<file path="src/common/rs_alu_pkg.sv">
package rs_alu_pkg;

   localparam int DATA_LEN        = 32;
   localparam int ADDR_LEN        = 32;
   localparam int RRF_SEL         = 6;
   localparam int SPECTAG_LEN     = 5;
   localparam int ALU_OP_WIDTH    = 4;
   localparam int SRC_A_SEL_WIDTH = 2;
   localparam int SRC_B_SEL_WIDTH = 2;
   localparam int ALU_ENT_NUM     = 8;
   localparam int ALU_ENT_SEL     = 3;
   localparam int NUM_EXBUS       = 2;

   typedef logic [DATA_LEN-1:0]        data_t;
   typedef logic [ADDR_LEN-1:0]        addr_t;
   typedef logic [RRF_SEL-1:0]         rrf_tag_t;
   // one-hot branch tag
   typedef logic [SPECTAG_LEN-1:0]     spectag_t;
   typedef logic [ALU_OP_WIDTH-1:0]    alu_op_t;
   typedef logic [SRC_A_SEL_WIDTH-1:0] src_a_sel_t;
   typedef logic [SRC_B_SEL_WIDTH-1:0] src_b_sel_t;
   typedef logic [ALU_ENT_SEL-1:0]     ent_addr_t;
   typedef logic [ALU_ENT_NUM-1:0]     ent_vec_t;

   // operand word holds the value once valid
   // while still waiting it holds the producer's rename tag in the low bits
   typedef union packed {
      data_t value;
      struct packed {
         logic [DATA_LEN-RRF_SEL-1:0] pad;
         rrf_tag_t                    rrftag;
      } tag;
   } operand_u;

endpackage

</file>
<file path="src/common/rs_alu_if.sv">
`timescale 1ns/1ns

// one dispatch slot into the station
interface alloc_if import rs_alu_pkg::*; ();
   logic       we;
   ent_addr_t  addr;
   addr_t      pc;
   operand_u   src1;
   operand_u   src2;
   logic       valid1;
   logic       valid2;
   data_t      imm;
   rrf_tag_t   rrftag;
   logic       dstval;
   src_a_sel_t src_a;
   src_b_sel_t src_b;
   alu_op_t    alu_op;
   spectag_t   spectag;
   logic       specbit;

   // control side only needs the strobe, target and spec bit
   modport sink (
      input we, addr, specbit
   );

   modport payload (
      input pc, src1, src2, valid1, valid2, imm, rrftag, dstval,
      input src_a, src_b, alu_op, spectag
   );
endinterface

// execution result broadcast
interface exbus_if import rs_alu_pkg::*; ();
   data_t    [NUM_EXBUS-1:0] exrslt;
   rrf_tag_t [NUM_EXBUS-1:0] exdst;
   logic     [NUM_EXBUS-1:0] kill_spec;

   modport listen (
      input exrslt, exdst, kill_spec
   );
endinterface

</file>
<file path="src/verilog/src_manager.sv">
`timescale 1ns/1ns

module src_manager import rs_alu_pkg::*; (
   input  operand_u opr,
   input  logic     opr_rdy,
   exbus_if.listen  exbus,
   output operand_u src,
   output logic     resolved
);

   always_comb begin
      src      = opr;
      resolved = opr_rdy;
      // waiting operand snoops every live result bus
      if (!opr_rdy) begin
         for (int i = 0; i < NUM_EXBUS; i++) begin
            if (!exbus.kill_spec[i] && exbus.exdst[i] == opr.tag.rrftag) begin
               src.value = exbus.exrslt[i];
               resolved  = 1'b1;
            end
         end
      end
   end

endmodule

</file>
<file path="src/rs_alu/rs_alu_ent.sv">
`timescale 1ns/1ns

module rs_alu_ent import rs_alu_pkg::*; (
   input  logic       clk,
   input  logic       reset,
   input  logic       we,
   input  logic       sel2,
   alloc_if.payload   alloc_1,
   alloc_if.payload   alloc_2,
   exbus_if.listen    exbus,
   output addr_t      pc,
   output data_t      imm,
   output rrf_tag_t   rrftag,
   output logic       dstval,
   output src_a_sel_t src_a,
   output src_b_sel_t src_b,
   output alu_op_t    alu_op,
   output spectag_t   spectag,
   output data_t      ex_src1,
   output data_t      ex_src2,
   output logic       opr_rdy
);
   operand_u src1;
   operand_u src2;
   operand_u nxt_src1;
   operand_u nxt_src2;
   logic     valid1;
   logic     valid2;
   logic     nxt_valid1;
   logic     nxt_valid2;

   src_manager srcmng1 (
      .opr(src1),
      .opr_rdy(valid1),
      .exbus(exbus),
      .src(nxt_src1),
      .resolved(nxt_valid1)
   );

   src_manager srcmng2 (
      .opr(src2),
      .opr_rdy(valid2),
      .exbus(exbus),
      .src(nxt_src2),
      .resolved(nxt_valid2)
   );

   // wakeup result already folded in, so a same-cycle broadcast forwards
   assign ex_src1 = nxt_src1.value;
   assign ex_src2 = nxt_src2.value;
   assign opr_rdy = valid1 & valid2;

   always_ff @(posedge clk) begin
      if (reset) begin
         pc      <= '0;
         imm     <= '0;
         rrftag  <= '0;
         dstval  <= 1'b0;
         src_a   <= '0;
         src_b   <= '0;
         alu_op  <= '0;
         spectag <= '0;
         src1    <= '0;
         src2    <= '0;
         valid1  <= 1'b0;
         valid2  <= 1'b0;
      end else if (we) begin
         pc      <= sel2 ? alloc_2.pc : alloc_1.pc;
         imm     <= sel2 ? alloc_2.imm : alloc_1.imm;
         rrftag  <= sel2 ? alloc_2.rrftag : alloc_1.rrftag;
         dstval  <= sel2 ? alloc_2.dstval : alloc_1.dstval;
         src_a   <= sel2 ? alloc_2.src_a : alloc_1.src_a;
         src_b   <= sel2 ? alloc_2.src_b : alloc_1.src_b;
         alu_op  <= sel2 ? alloc_2.alu_op : alloc_1.alu_op;
         spectag <= sel2 ? alloc_2.spectag : alloc_1.spectag;
         src1    <= sel2 ? alloc_2.src1 : alloc_1.src1;
         src2    <= sel2 ? alloc_2.src2 : alloc_1.src2;
         valid1  <= sel2 ? alloc_2.valid1 : alloc_1.valid1;
         valid2  <= sel2 ? alloc_2.valid2 : alloc_1.valid2;
      end else begin
         src1   <= nxt_src1;
         src2   <= nxt_src2;
         valid1 <= nxt_valid1;
         valid2 <= nxt_valid2;
      end
   end

endmodule

</file>
<file path="src/rs_alu/rs_alu_issue_read.sv">
`timescale 1ns/1ns

module rs_alu_issue_read import rs_alu_pkg::*; (
   input  ent_addr_t                    issueaddr,
   input  data_t      [ALU_ENT_NUM-1:0] ent_ex_src1,
   input  data_t      [ALU_ENT_NUM-1:0] ent_ex_src2,
   input  addr_t      [ALU_ENT_NUM-1:0] ent_pc,
   input  data_t      [ALU_ENT_NUM-1:0] ent_imm,
   input  rrf_tag_t   [ALU_ENT_NUM-1:0] ent_rrftag,
   input  ent_vec_t                     ent_dstval,
   input  src_a_sel_t [ALU_ENT_NUM-1:0] ent_src_a,
   input  src_b_sel_t [ALU_ENT_NUM-1:0] ent_src_b,
   input  alu_op_t    [ALU_ENT_NUM-1:0] ent_alu_op,
   input  spectag_t   [ALU_ENT_NUM-1:0] ent_spectag,
   output data_t                        ex_src1,
   output data_t                        ex_src2,
   output addr_t                        pc,
   output data_t                        imm,
   output rrf_tag_t                     rrftag,
   output logic                         dstval,
   output src_a_sel_t                   src_a,
   output src_b_sel_t                   src_b,
   output alu_op_t                      alu_op,
   output spectag_t                     spectag
);

   // plain 8:1 muxes, no priority
   assign ex_src1 = ent_ex_src1[issueaddr];
   assign ex_src2 = ent_ex_src2[issueaddr];
   assign pc      = ent_pc[issueaddr];
   assign imm     = ent_imm[issueaddr];
   assign rrftag  = ent_rrftag[issueaddr];
   assign dstval  = ent_dstval[issueaddr];
   assign src_a   = ent_src_a[issueaddr];
   assign src_b   = ent_src_b[issueaddr];
   assign alu_op  = ent_alu_op[issueaddr];
   assign spectag = ent_spectag[issueaddr];

endmodule

</file>
<file path="src/rs_alu/rs_alu_ctrl.sv">
`timescale 1ns/1ns

module rs_alu_ctrl import rs_alu_pkg::*; (
   input  logic                       clk,
   input  logic                       reset,
   alloc_if.sink                      alloc_1,
   alloc_if.sink                      alloc_2,
   input  logic                       prmiss,
   input  logic                       prsuccess,
   input  spectag_t                   prtag,
   input  spectag_t                   specfixtag,
   input  logic                       clearbusy,
   input  ent_addr_t                  issueaddr,
   input  spectag_t [ALU_ENT_NUM-1:0] ent_spectag,
   input  ent_vec_t                   ent_rdy,
   output ent_vec_t                   ent_we,
   output ent_vec_t                   ent_sel2,
   output ent_vec_t                   busyvec,
   output ent_vec_t                   ready,
   output logic                       specbit
);
   ent_vec_t specbitvec;
   ent_vec_t spec_clr;
   ent_vec_t miss_hit;
   ent_vec_t succ_hit;
   ent_vec_t hit_1;
   ent_vec_t hit_2;
   ent_vec_t busy_nxt;
   ent_vec_t spec_nxt;

   always_comb begin
      for (int i = 0; i < ALU_ENT_NUM; i++) begin
         miss_hit[i] = |(ent_spectag[i] & specfixtag);
         succ_hit[i] = ent_spectag[i] == prtag;
         hit_1[i]    = alloc_1.we && alloc_1.addr == ALU_ENT_SEL'(i);
         hit_2[i]    = alloc_2.we && alloc_2.addr == ALU_ENT_SEL'(i);
      end
   end

   // writes are dropped while a mispredict flushes
   assign ent_we   = (hit_1 | hit_2) & {ALU_ENT_NUM{~prmiss}};
   assign ent_sel2 = ~hit_1;

   assign spec_clr = specbitvec & ~succ_hit;
   // resolved branch is visible on the read port this cycle
   assign specbit  = prsuccess ? spec_clr[issueaddr] : specbitvec[issueaddr];
   assign ready    = busyvec & ent_rdy;

   always_comb begin
      busy_nxt = busyvec;
      spec_nxt = prsuccess ? spec_clr : specbitvec;
      if (clearbusy) begin
         busy_nxt[issueaddr] = 1'b0;
      end
      if (prmiss) begin
         busy_nxt = busy_nxt & ~miss_hit;
         spec_nxt = '0;
      end else begin
         if (alloc_1.we) begin
            busy_nxt[alloc_1.addr] = 1'b1;
            spec_nxt[alloc_1.addr] = alloc_1.specbit;
         end
         if (alloc_2.we) begin
            busy_nxt[alloc_2.addr] = 1'b1;
            spec_nxt[alloc_2.addr] = alloc_2.specbit;
         end
      end
   end

   always_ff @(posedge clk) begin
      if (reset) begin
         busyvec    <= '0;
         specbitvec <= '0;
      end else begin
         busyvec    <= busy_nxt;
         specbitvec <= spec_nxt;
      end
   end

   a_dual_alloc_addr: assert property (@(posedge clk) disable iff (reset)
      alloc_1.we && alloc_2.we |-> alloc_1.addr != alloc_2.addr);

   // dispatcher picks from busyvec, so it must never land on a live entry
   a_alloc_free: assert property (@(posedge clk) disable iff (reset)
      !(alloc_1.we && busyvec[alloc_1.addr]) && !(alloc_2.we && busyvec[alloc_2.addr]));

   a_clear_busy: assert property (@(posedge clk) disable iff (reset)
      clearbusy |-> busyvec[issueaddr]);

endmodule

</file>
<file path="src/rs_alu/rs_alu.sv">
`timescale 1ns/1ns

module rs_alu import rs_alu_pkg::*; (
   input  logic       clk,
   input  logic       reset,
   input  logic       prmiss,
   input  logic       prsuccess,
   input  spectag_t   prtag,
   input  spectag_t   specfixtag,
   input  logic       clearbusy,
   input  ent_addr_t  issueaddr,
   input  logic       we_1,
   input  ent_addr_t  waddr_1,
   input  addr_t      wpc_1,
   input  data_t      wsrc1_1,
   input  data_t      wsrc2_1,
   input  logic       wvalid1_1,
   input  logic       wvalid2_1,
   input  data_t      wimm_1,
   input  rrf_tag_t   wrrftag_1,
   input  logic       wdstval_1,
   input  src_a_sel_t wsrc_a_1,
   input  src_b_sel_t wsrc_b_1,
   input  alu_op_t    walu_op_1,
   input  spectag_t   wspectag_1,
   input  logic       wspecbit_1,
   input  logic       we_2,
   input  ent_addr_t  waddr_2,
   input  addr_t      wpc_2,
   input  data_t      wsrc1_2,
   input  data_t      wsrc2_2,
   input  logic       wvalid1_2,
   input  logic       wvalid2_2,
   input  data_t      wimm_2,
   input  rrf_tag_t   wrrftag_2,
   input  logic       wdstval_2,
   input  src_a_sel_t wsrc_a_2,
   input  src_b_sel_t wsrc_b_2,
   input  alu_op_t    walu_op_2,
   input  spectag_t   wspectag_2,
   input  logic       wspecbit_2,
   input  data_t      exrslt_0,
   input  rrf_tag_t   exdst_0,
   input  logic       kill_spec_0,
   input  data_t      exrslt_1,
   input  rrf_tag_t   exdst_1,
   input  logic       kill_spec_1,
   output ent_vec_t   busyvec,
   output ent_vec_t   ready,
   output data_t      ex_src1,
   output data_t      ex_src2,
   output addr_t      pc,
   output data_t      imm,
   output rrf_tag_t   rrftag,
   output logic       dstval,
   output src_a_sel_t src_a,
   output src_b_sel_t src_b,
   output alu_op_t    alu_op,
   output spectag_t   spectag,
   output logic       specbit
);
   ent_vec_t                     ent_we;
   ent_vec_t                     ent_sel2;
   ent_vec_t                     ent_rdy;
   ent_vec_t                     ent_dstval;
   spectag_t   [ALU_ENT_NUM-1:0] ent_spectag;
   data_t      [ALU_ENT_NUM-1:0] ent_ex_src1;
   data_t      [ALU_ENT_NUM-1:0] ent_ex_src2;
   addr_t      [ALU_ENT_NUM-1:0] ent_pc;
   data_t      [ALU_ENT_NUM-1:0] ent_imm;
   rrf_tag_t   [ALU_ENT_NUM-1:0] ent_rrftag;
   src_a_sel_t [ALU_ENT_NUM-1:0] ent_src_a;
   src_b_sel_t [ALU_ENT_NUM-1:0] ent_src_b;
   alu_op_t    [ALU_ENT_NUM-1:0] ent_alu_op;

   alloc_if alloc_1 ();
   alloc_if alloc_2 ();
   exbus_if exbus ();

   assign alloc_1.we      = we_1;
   assign alloc_1.addr    = waddr_1;
   assign alloc_1.pc      = wpc_1;
   assign alloc_1.src1    = wsrc1_1;
   assign alloc_1.src2    = wsrc2_1;
   assign alloc_1.valid1  = wvalid1_1;
   assign alloc_1.valid2  = wvalid2_1;
   assign alloc_1.imm     = wimm_1;
   assign alloc_1.rrftag  = wrrftag_1;
   assign alloc_1.dstval  = wdstval_1;
   assign alloc_1.src_a   = wsrc_a_1;
   assign alloc_1.src_b   = wsrc_b_1;
   assign alloc_1.alu_op  = walu_op_1;
   assign alloc_1.spectag = wspectag_1;
   assign alloc_1.specbit = wspecbit_1;

   assign alloc_2.we      = we_2;
   assign alloc_2.addr    = waddr_2;
   assign alloc_2.pc      = wpc_2;
   assign alloc_2.src1    = wsrc1_2;
   assign alloc_2.src2    = wsrc2_2;
   assign alloc_2.valid1  = wvalid1_2;
   assign alloc_2.valid2  = wvalid2_2;
   assign alloc_2.imm     = wimm_2;
   assign alloc_2.rrftag  = wrrftag_2;
   assign alloc_2.dstval  = wdstval_2;
   assign alloc_2.src_a   = wsrc_a_2;
   assign alloc_2.src_b   = wsrc_b_2;
   assign alloc_2.alu_op  = walu_op_2;
   assign alloc_2.spectag = wspectag_2;
   assign alloc_2.specbit = wspecbit_2;

   assign exbus.exrslt    = {exrslt_1, exrslt_0};
   assign exbus.exdst     = {exdst_1, exdst_0};
   assign exbus.kill_spec = {kill_spec_1, kill_spec_0};

   rs_alu_ctrl ctrl (
      .clk(clk), .reset(reset),
      .alloc_1(alloc_1), .alloc_2(alloc_2),
      .prmiss(prmiss), .prsuccess(prsuccess),
      .prtag(prtag), .specfixtag(specfixtag),
      .clearbusy(clearbusy), .issueaddr(issueaddr),
      .ent_spectag(ent_spectag), .ent_rdy(ent_rdy),
      .ent_we(ent_we), .ent_sel2(ent_sel2),
      .busyvec(busyvec), .ready(ready), .specbit(specbit)
   );

   for (genvar i = 0; i < ALU_ENT_NUM; i++) begin : g_ent
      rs_alu_ent ent (
         .clk(clk), .reset(reset),
         .we(ent_we[i]), .sel2(ent_sel2[i]),
         .alloc_1(alloc_1), .alloc_2(alloc_2), .exbus(exbus),
         .pc(ent_pc[i]), .imm(ent_imm[i]), .rrftag(ent_rrftag[i]),
         .dstval(ent_dstval[i]), .src_a(ent_src_a[i]), .src_b(ent_src_b[i]),
         .alu_op(ent_alu_op[i]), .spectag(ent_spectag[i]),
         .ex_src1(ent_ex_src1[i]), .ex_src2(ent_ex_src2[i]),
         .opr_rdy(ent_rdy[i])
      );
   end

   rs_alu_issue_read issue_read (
      .issueaddr(issueaddr),
      .ent_ex_src1(ent_ex_src1), .ent_ex_src2(ent_ex_src2),
      .ent_pc(ent_pc), .ent_imm(ent_imm), .ent_rrftag(ent_rrftag),
      .ent_dstval(ent_dstval), .ent_src_a(ent_src_a), .ent_src_b(ent_src_b),
      .ent_alu_op(ent_alu_op), .ent_spectag(ent_spectag),
      .ex_src1(ex_src1), .ex_src2(ex_src2), .pc(pc), .imm(imm),
      .rrftag(rrftag), .dstval(dstval), .src_a(src_a), .src_b(src_b),
      .alu_op(alu_op), .spectag(spectag)
   );

endmodule

</file>
<file path="config.mk">
export PLATFORM = sky130hd
export DESIGN_NAME = rs_alu
export DESIGN_NICKNAME = d
export VERILOG_FILES = /design/src/common/rs_alu_pkg.sv /design/src/common/rs_alu_if.sv /design/src/verilog/src_manager.sv /design/src/rs_alu/rs_alu_ent.sv /design/src/rs_alu/rs_alu_issue_read.sv /design/src/rs_alu/rs_alu_ctrl.sv /design/src/rs_alu/rs_alu.sv
export SDC_FILE = /design/constraint.sdc
export NUM_CORES = 2
export LEC_CHECK = 0
export BUFFER_PORTS_ARGS = -buffer_cell sky130_fd_sc_hd__buf_2
export CORE_ASPECT_RATIO = 1.4
export CORE_MARGIN = 4
export CORE_UTILIZATION = 66
export CTS_CLUSTER_DIAMETER = 30
export DETAILED_ROUTE_END_ITERATION = 6
export PLACE_DENSITY = 0.87
export REMOVE_ABC_BUFFERS = 1
export SKIP_CTS_REPAIR_TIMING = 1
export SYNTH_ARGS = -nofsm -noshare
export SYNTH_HDL_FRONTEND = slang
export SYNTH_SLANG_ARGS = --single-unit
</file>
<file path="constraint.sdc">
create_clock -name clk -period 6.5 [get_ports clk]
set_input_delay 0.325 -clock clk [delete_from_list [all_inputs] [get_ports clk]]
set_output_delay 0.325 -clock clk [all_outputs]
set_load 0.05 [all_outputs]
</file>
==> results of run 1 <==
[layer usage]
metal  global-route usage  overflow
met5                0.398         0
met4                0.776        54
met3                0.697         2
met2                0.928        53
met1                0.828         0
[through the flow]
step	utilization	cells	worst slack [ps]	hold slack, ps	instance area, um^2
2_1_floorplan	-	8306	-19060	394	71300
3_3_place_gp	0.680	10600	1940	481	78300
3_5_place_dp	0.680	10600	1840	488	78300
4_1_cts	0.742	10900	1270	-220	85500
[synth_stat cells (5+ instances only)]
cell type  instances  share of area
a22o_1            51         0.0058
or4_1             34         0.0033
a21oi_1          143         0.0093
nand4_1           61         0.0050
o21bai_1           6        0.00059
o22ai_1          154          0.013
nor2_1          1231          0.060
nor2b_1           21         0.0017
and2_1             6        0.00049
nand3_1           67         0.0044
buf_2             27         0.0018
a21o_1            15         0.0015
o211ai_1           5        0.00049
o2bb2ai_1        103          0.012
inv_1             14        0.00068
a22oi_1          465          0.045
a221oi_1          95          0.011
mux4_2           171          0.050
or2_2             12        0.00098
o21ai_0           19         0.0012
a21oi_2            5        0.00057
o221ai_1          13         0.0015
a311oi_1         726          0.083
buf_1            339          0.017
a211oi_1         976          0.095
nor4_1            47         0.0038
nand2b_1           6        0.00049
nand2_1         1682          0.082
xnor2_1           67         0.0076
a2bb2oi_1          5        0.00057
o21ai_1            5        0.00033
or3_1              6        0.00049
a222oi_1           9         0.0012
o22a_1            41         0.0047
nor3_1            21         0.0014
and3_1            61         0.0050
nor4_4             7         0.0019
clkbuf_1        1080          0.053
a2111oi_0          8        0.00091
mux2_2           104          0.015
xor2_1           165          0.019
mux2i_1          434          0.057
dfxtp_1         1216           0.32
[kinds of logic after synthesis]
group | Yosys count | synth area share
simple gates | 3276 | 0.173
compound gates | 2859 | 0.289
buf+inv | 1464 | 0.0723
flops | 1216 | 0.317
mux | 709 | 0.122
xor+xnor | 232 | 0.0265
==> qor.csv, run 1 <==
stage,metric,value,unit
run_status,outcome,stopped before the end,
run_status,Stop stage,global routing (5_1_grt),
run_status,Halt Reason,[ERROR GRT-0232] Routing congestion too high. Check the congestion heatmap in the GUI.,
synth,Yosys reg bits,1216,
synth,post-synthesis sequential area ratio,0.317,
clocking,htree depth,4,
synth,synth unique cells,62,
synth,Synth warnings,0,
clocking,Inserted Clock Buffers,203,
global_route,largest net degree at the start of global routing,220,
placed_design,global placer's final weighted congestion,1.05,
clocking,root buf cell,clkbuf_16,
synth,Mean Syn Cell Area,7.87,um^2
placed_design,final HPWL from detailed placement,218000,um
global_route,initial antenna violation count,95,
clocking,# clock sinks,1216,
floorplanning,die width,296,um
global_route,GRT Residual Overflow,109,
floorplanning,Core Rows,147,
synth,Syn Inst Count,9756,
placed_design,# port buffers,570,
global_route,All-Layer GR Usage,0.809,
synth,Post-synth EDFFs,0,
synth,ys async rst share,0,
floorplanning,starting density of the core,0.667,
floorplanning,I/O Pins,571,
synth,Main synth FF type,dfxtp_1,
floorplanning,Die H,412,um
synth,synthesized area,76800,um^2
clocking,clk buf depth,3,
==> run 2: changes to the inputs <==
--- a/config.mk
+++ b/config.mk
@@ -6,12 +6,10 @@
 export NUM_CORES = 2
 export LEC_CHECK = 0
 export BUFFER_PORTS_ARGS = -buffer_cell sky130_fd_sc_hd__buf_2
-export CORE_ASPECT_RATIO = 1.4
 export CORE_MARGIN = 4
-export CORE_UTILIZATION = 66
-export CTS_CLUSTER_DIAMETER = 30
+export CORE_UTILIZATION = 40
 export DETAILED_ROUTE_END_ITERATION = 6
-export PLACE_DENSITY = 0.87
+export PLACE_DENSITY_LB_ADDON = 0.15
 export REMOVE_ABC_BUFFERS = 1
 export SKIP_CTS_REPAIR_TIMING = 1
 export SYNTH_ARGS = -nofsm -noshare
==> qor.csv, run 2 <==
stage,metric,value,unit
floorplanning,core area,191000,um^2
cells_and_area,"commonest non-fill, non-tap cell in the layout",nand2_1,
floorplanning,I/O Pins,571,
setup_path,crit-path cells,"xor2_1, or4_1, nor4_1, nor2b_4, buf_4, a22oi_1, o2bb2ai_1, a211oi_1, nand4_1, buf_2",
synth,Yosys reg bits,1216,
floorplanning,starting density of the core,0.403,
sta,# setup viols final,0,
sta,maximum clock frequency,0.183,GHz
clocking,Clock transition at path regs,50,ps
setup_path,CP Launch Type,register,
synth,synth unique cells,62,
pwr,sw frac,0.317,
placed_design,# port buffers,570,
drt,Post-DRT Antenna Nets,0,
clocking,Inserted Clock Buffers,152,
clocking,# clock sinks,1216,
synth,post-synth top area cell,dfxtp_1,
cells_and_area,"commonest non-fill, non-tap cells in the layout","1,678 x nand2_1, 1,217 x nor2_1, 1,203 x dfxtp_1",
synth,main area contributors after synthesis,"dfxtp_1 32%, a211oi_1 9.5%, a311oi_1 8.3%",
global_route,grt peak-use layer,met2,
drt,vias per inst,6.97,
setup_path,Critical Path AT,5150,ps
setup_path,reg2reg path depth,10,
clocking,clk buf depth,3,
clocking,root buf cell,clkbuf_16,
pwr,Reg power frac,0.395,
drt,aggregate routed wire length,412000,um
drt,WL/cell,33.2,um
floorplanning,die area,199000,um^2
synth,Main synth FF type,dfxtp_1,
drt,initial DRC count,13200,
cells_and_area,P&R area growth vs syn,16.8,%
sta,TNS Setup,0,ps
pwr,Leakage,34.4,nW
synth,Post-synth EDFFs,0,
setup_path,worst reg2reg path startpoint,g_ent[4].ent.src1[3]$_SDFF_PP0_,
floorplanning,Die H,446,um
sta,RSZ-0062 raised after global routing,no,
synth,synthesized area,76800,um^2
global_route,GRT Residual Overflow,0,
setup_path,Setup crit end,ex_src1[18],
pwr,internal power,13.9,mW
placed_design,global placer's final weighted congestion,0.981,
synth,most common cell in the netlist,nand2_1,
sta,Slew Limit Fails,0,
placed_design,final HPWL from detailed placement,234000,um
synth,ys async rst share,0,
clocking,clk_lat worst skew,850,ps
clocking,htree depth,4,
setup_path,worst setup path startpoint,g_ent[5].ent.src1[2]$_SDFF_PP0_,
global_route,grt met3 use,0.119,
sta,final hold violation count,0,
pwr,worst vdd ir,237,uV
sta,Final Critical Period,5480,ps
setup_path,"Slowest-stage cell, CP",nor2b_4,
setup_path,CP Capture Type,primary output,
global_route,first-pass GRT wire length,579000,um
pwr,Clk pwr share,0.430,
drt,via count,86400,
job,max cap viols,0,
cells_and_area,layout cell share with drive strength beyond 1,0.143,
drt,First-pass DRT Iterations,7,
floorplanning,die width,446,um
global_route,initial antenna violation count,77,
setup_path,Critical Path Max Stage Delay,1160,ps
sta,clk_skew,72.7,ps
pwr,Comb pwr share,0.175,
run_status,failing checks,design-rule violations,
sta,Slew @ Worst Pin,1370,ps
sta,Max-slew headroom,0.0817,
pwr,Psw,6.43,mW
setup_path,R2R Path End,g_ent[4].ent.src1[18]$_SDFF_PP0_,
sta,final period utilization,0.843,
global_route,routing usage on met2,0.573,
setup_path,FF-to-FF setup slack,1930,ps
run_status,outcome,"complete, but fails checks",
setup_path,worst path required time,6170,ps
cells_and_area,Layout Nets,10100,
synth,Mean Syn Cell Area,7.87,um^2
synth,post-synthesis sequential area ratio,0.317,
cells_and_area,fill count,18700,
synth,Syn Inst Count,9756,
synth,Yosys top cell area share,0.317,
global_route,vias in the first global route,80100,
clocking,CTS tree,done,
setup_path,CP Class,reg -> out,
floorplanning,Core Rows,160,
pwr,power density cells,227,nW/um^2
pwr,Design Power,20.3,mW
drt,drt drc,13,
global_route,All-Layer GR Usage,0.391,
synth,most frequent cells after synthesis,"1,682 x nand2_1, 1,231 x nor2_1, 1,216 x dfxtp_1, 1,080 x clkbuf_1, 976 x a211oi_1",
hold_path,worst hold path type,in -> reg,
synth,Synth warnings,0,
global_route,largest net degree at the start of global routing,184,
global_route,M1 GR Usage,0.496,
setup_path,worst-path maximum fanout,25,
-- run 2: cell counts after synthesis --
Identical to the previous run, type by type.
-- run 2: logic make-up (layout without fill, tap and decap cells) --
family	Yosys count	after routing	share of synthesized area
and+or+nand+nor	3276	3276	0.173
AOI/OAI and AO/OA	2859	2859	0.289
buffers and inverters	1464	1533	0.0723
DFF	1216	1216	0.317
muxes	709	709	0.122
xor gates and xnor gates	232	232	0.0265
other	0	66	0
-- run 2: final cells by class --
class	instances	area [um^2]	area share
Multi-Input combinational cell	7076	47400	0.529
Sequential cell	1216	24400	0.272
Timing Repair Buffer	1249	9530	0.106
Clock buffer	234	4510	0.0503
Tap cell	2511	3140	0.0350
Clock inverter	36	485	0.00542
Antenna cell	66	165	0.00184
Inverter	14	52.6	0.000586
-- run 2: how the worst min path moves through the flow --
stage | startpoint | endpoint | slack [ps] | depth (start not counted)
after floorplan | reset | g_ent[3].ent.src2[10]$_SDFF_PP0_ | 390 | 1
after global placement | g_ent[2].ent.src2[19]$_SDFF_PP0_ | g_ent[2].ent.src2[19]$_SDFF_PP0_ | 480 | 2
after detailed placement | ctrl.busyvec[2]$_SDFF_PP0_ | ctrl.busyvec[2]$_SDFF_PP0_ | 480 | 2
after CTS | wimm_1[1] | g_ent[1].ent.imm[1]$_SDFFE_PP0P_ | -240 | 3
after global routing | waddr_1[2] | ctrl.specbitvec[6]$_SDFF_PP0_ | 0.4 | 3
final | waddr_1[2] | ctrl.specbitvec[6]$_SDFF_PP0_ | 10 | 3
-- run 2: stage by stage --
stage          cell area (um^2)  utilization  hold slack [ps]  setup slack [ps]  cells
6_report                  89600        0.470             10.3              1020  12400
3_3_place_gp              79900        0.419              476              1690  11600
3_5_place_dp              79900        0.419              481              1610  11600
4_1_cts                   84900        0.445             -237              1180  11900
2_1_floorplan             71300            -              394            -19060   8306
5_1_grt                   89600        0.470            0.412               987  12400
-- run 2: critical path, delay by kind of cell, from the launching register on --
family	cells	cell delay, ps
buffers and inverters	2	690
and+or+nand+nor	4	2570
AOI/OAI and AO/OA	3	380
xor gates and xnor gates	1	100
DFF	1	550
-- run 2: per-layer routing --
metal	up-vias	share of wire
li1	36200	-
met1	41500	0.37
met2	6753	0.42
met3	2052	0.13
met4	14	0.076
met5	-	0.00019
-- run 2: power groups by stage --
stage | combinational, mW | sequential, mW | clock (mW)
6_report | 3.55 | 8.03 | 8.74
5_1_grt | 3.68 | 8.06 | 9.08
4_1_cts | 3.19 | 8.02 | 8.79
3_5_place_dp | 3.18 | 8.18 | 0
3_3_place_gp | 3.14 | 8.18 | 0
2_1_floorplan | 1.83 | 8.13 | 0
Note: power is estimated with default switching activity, not from simulation.
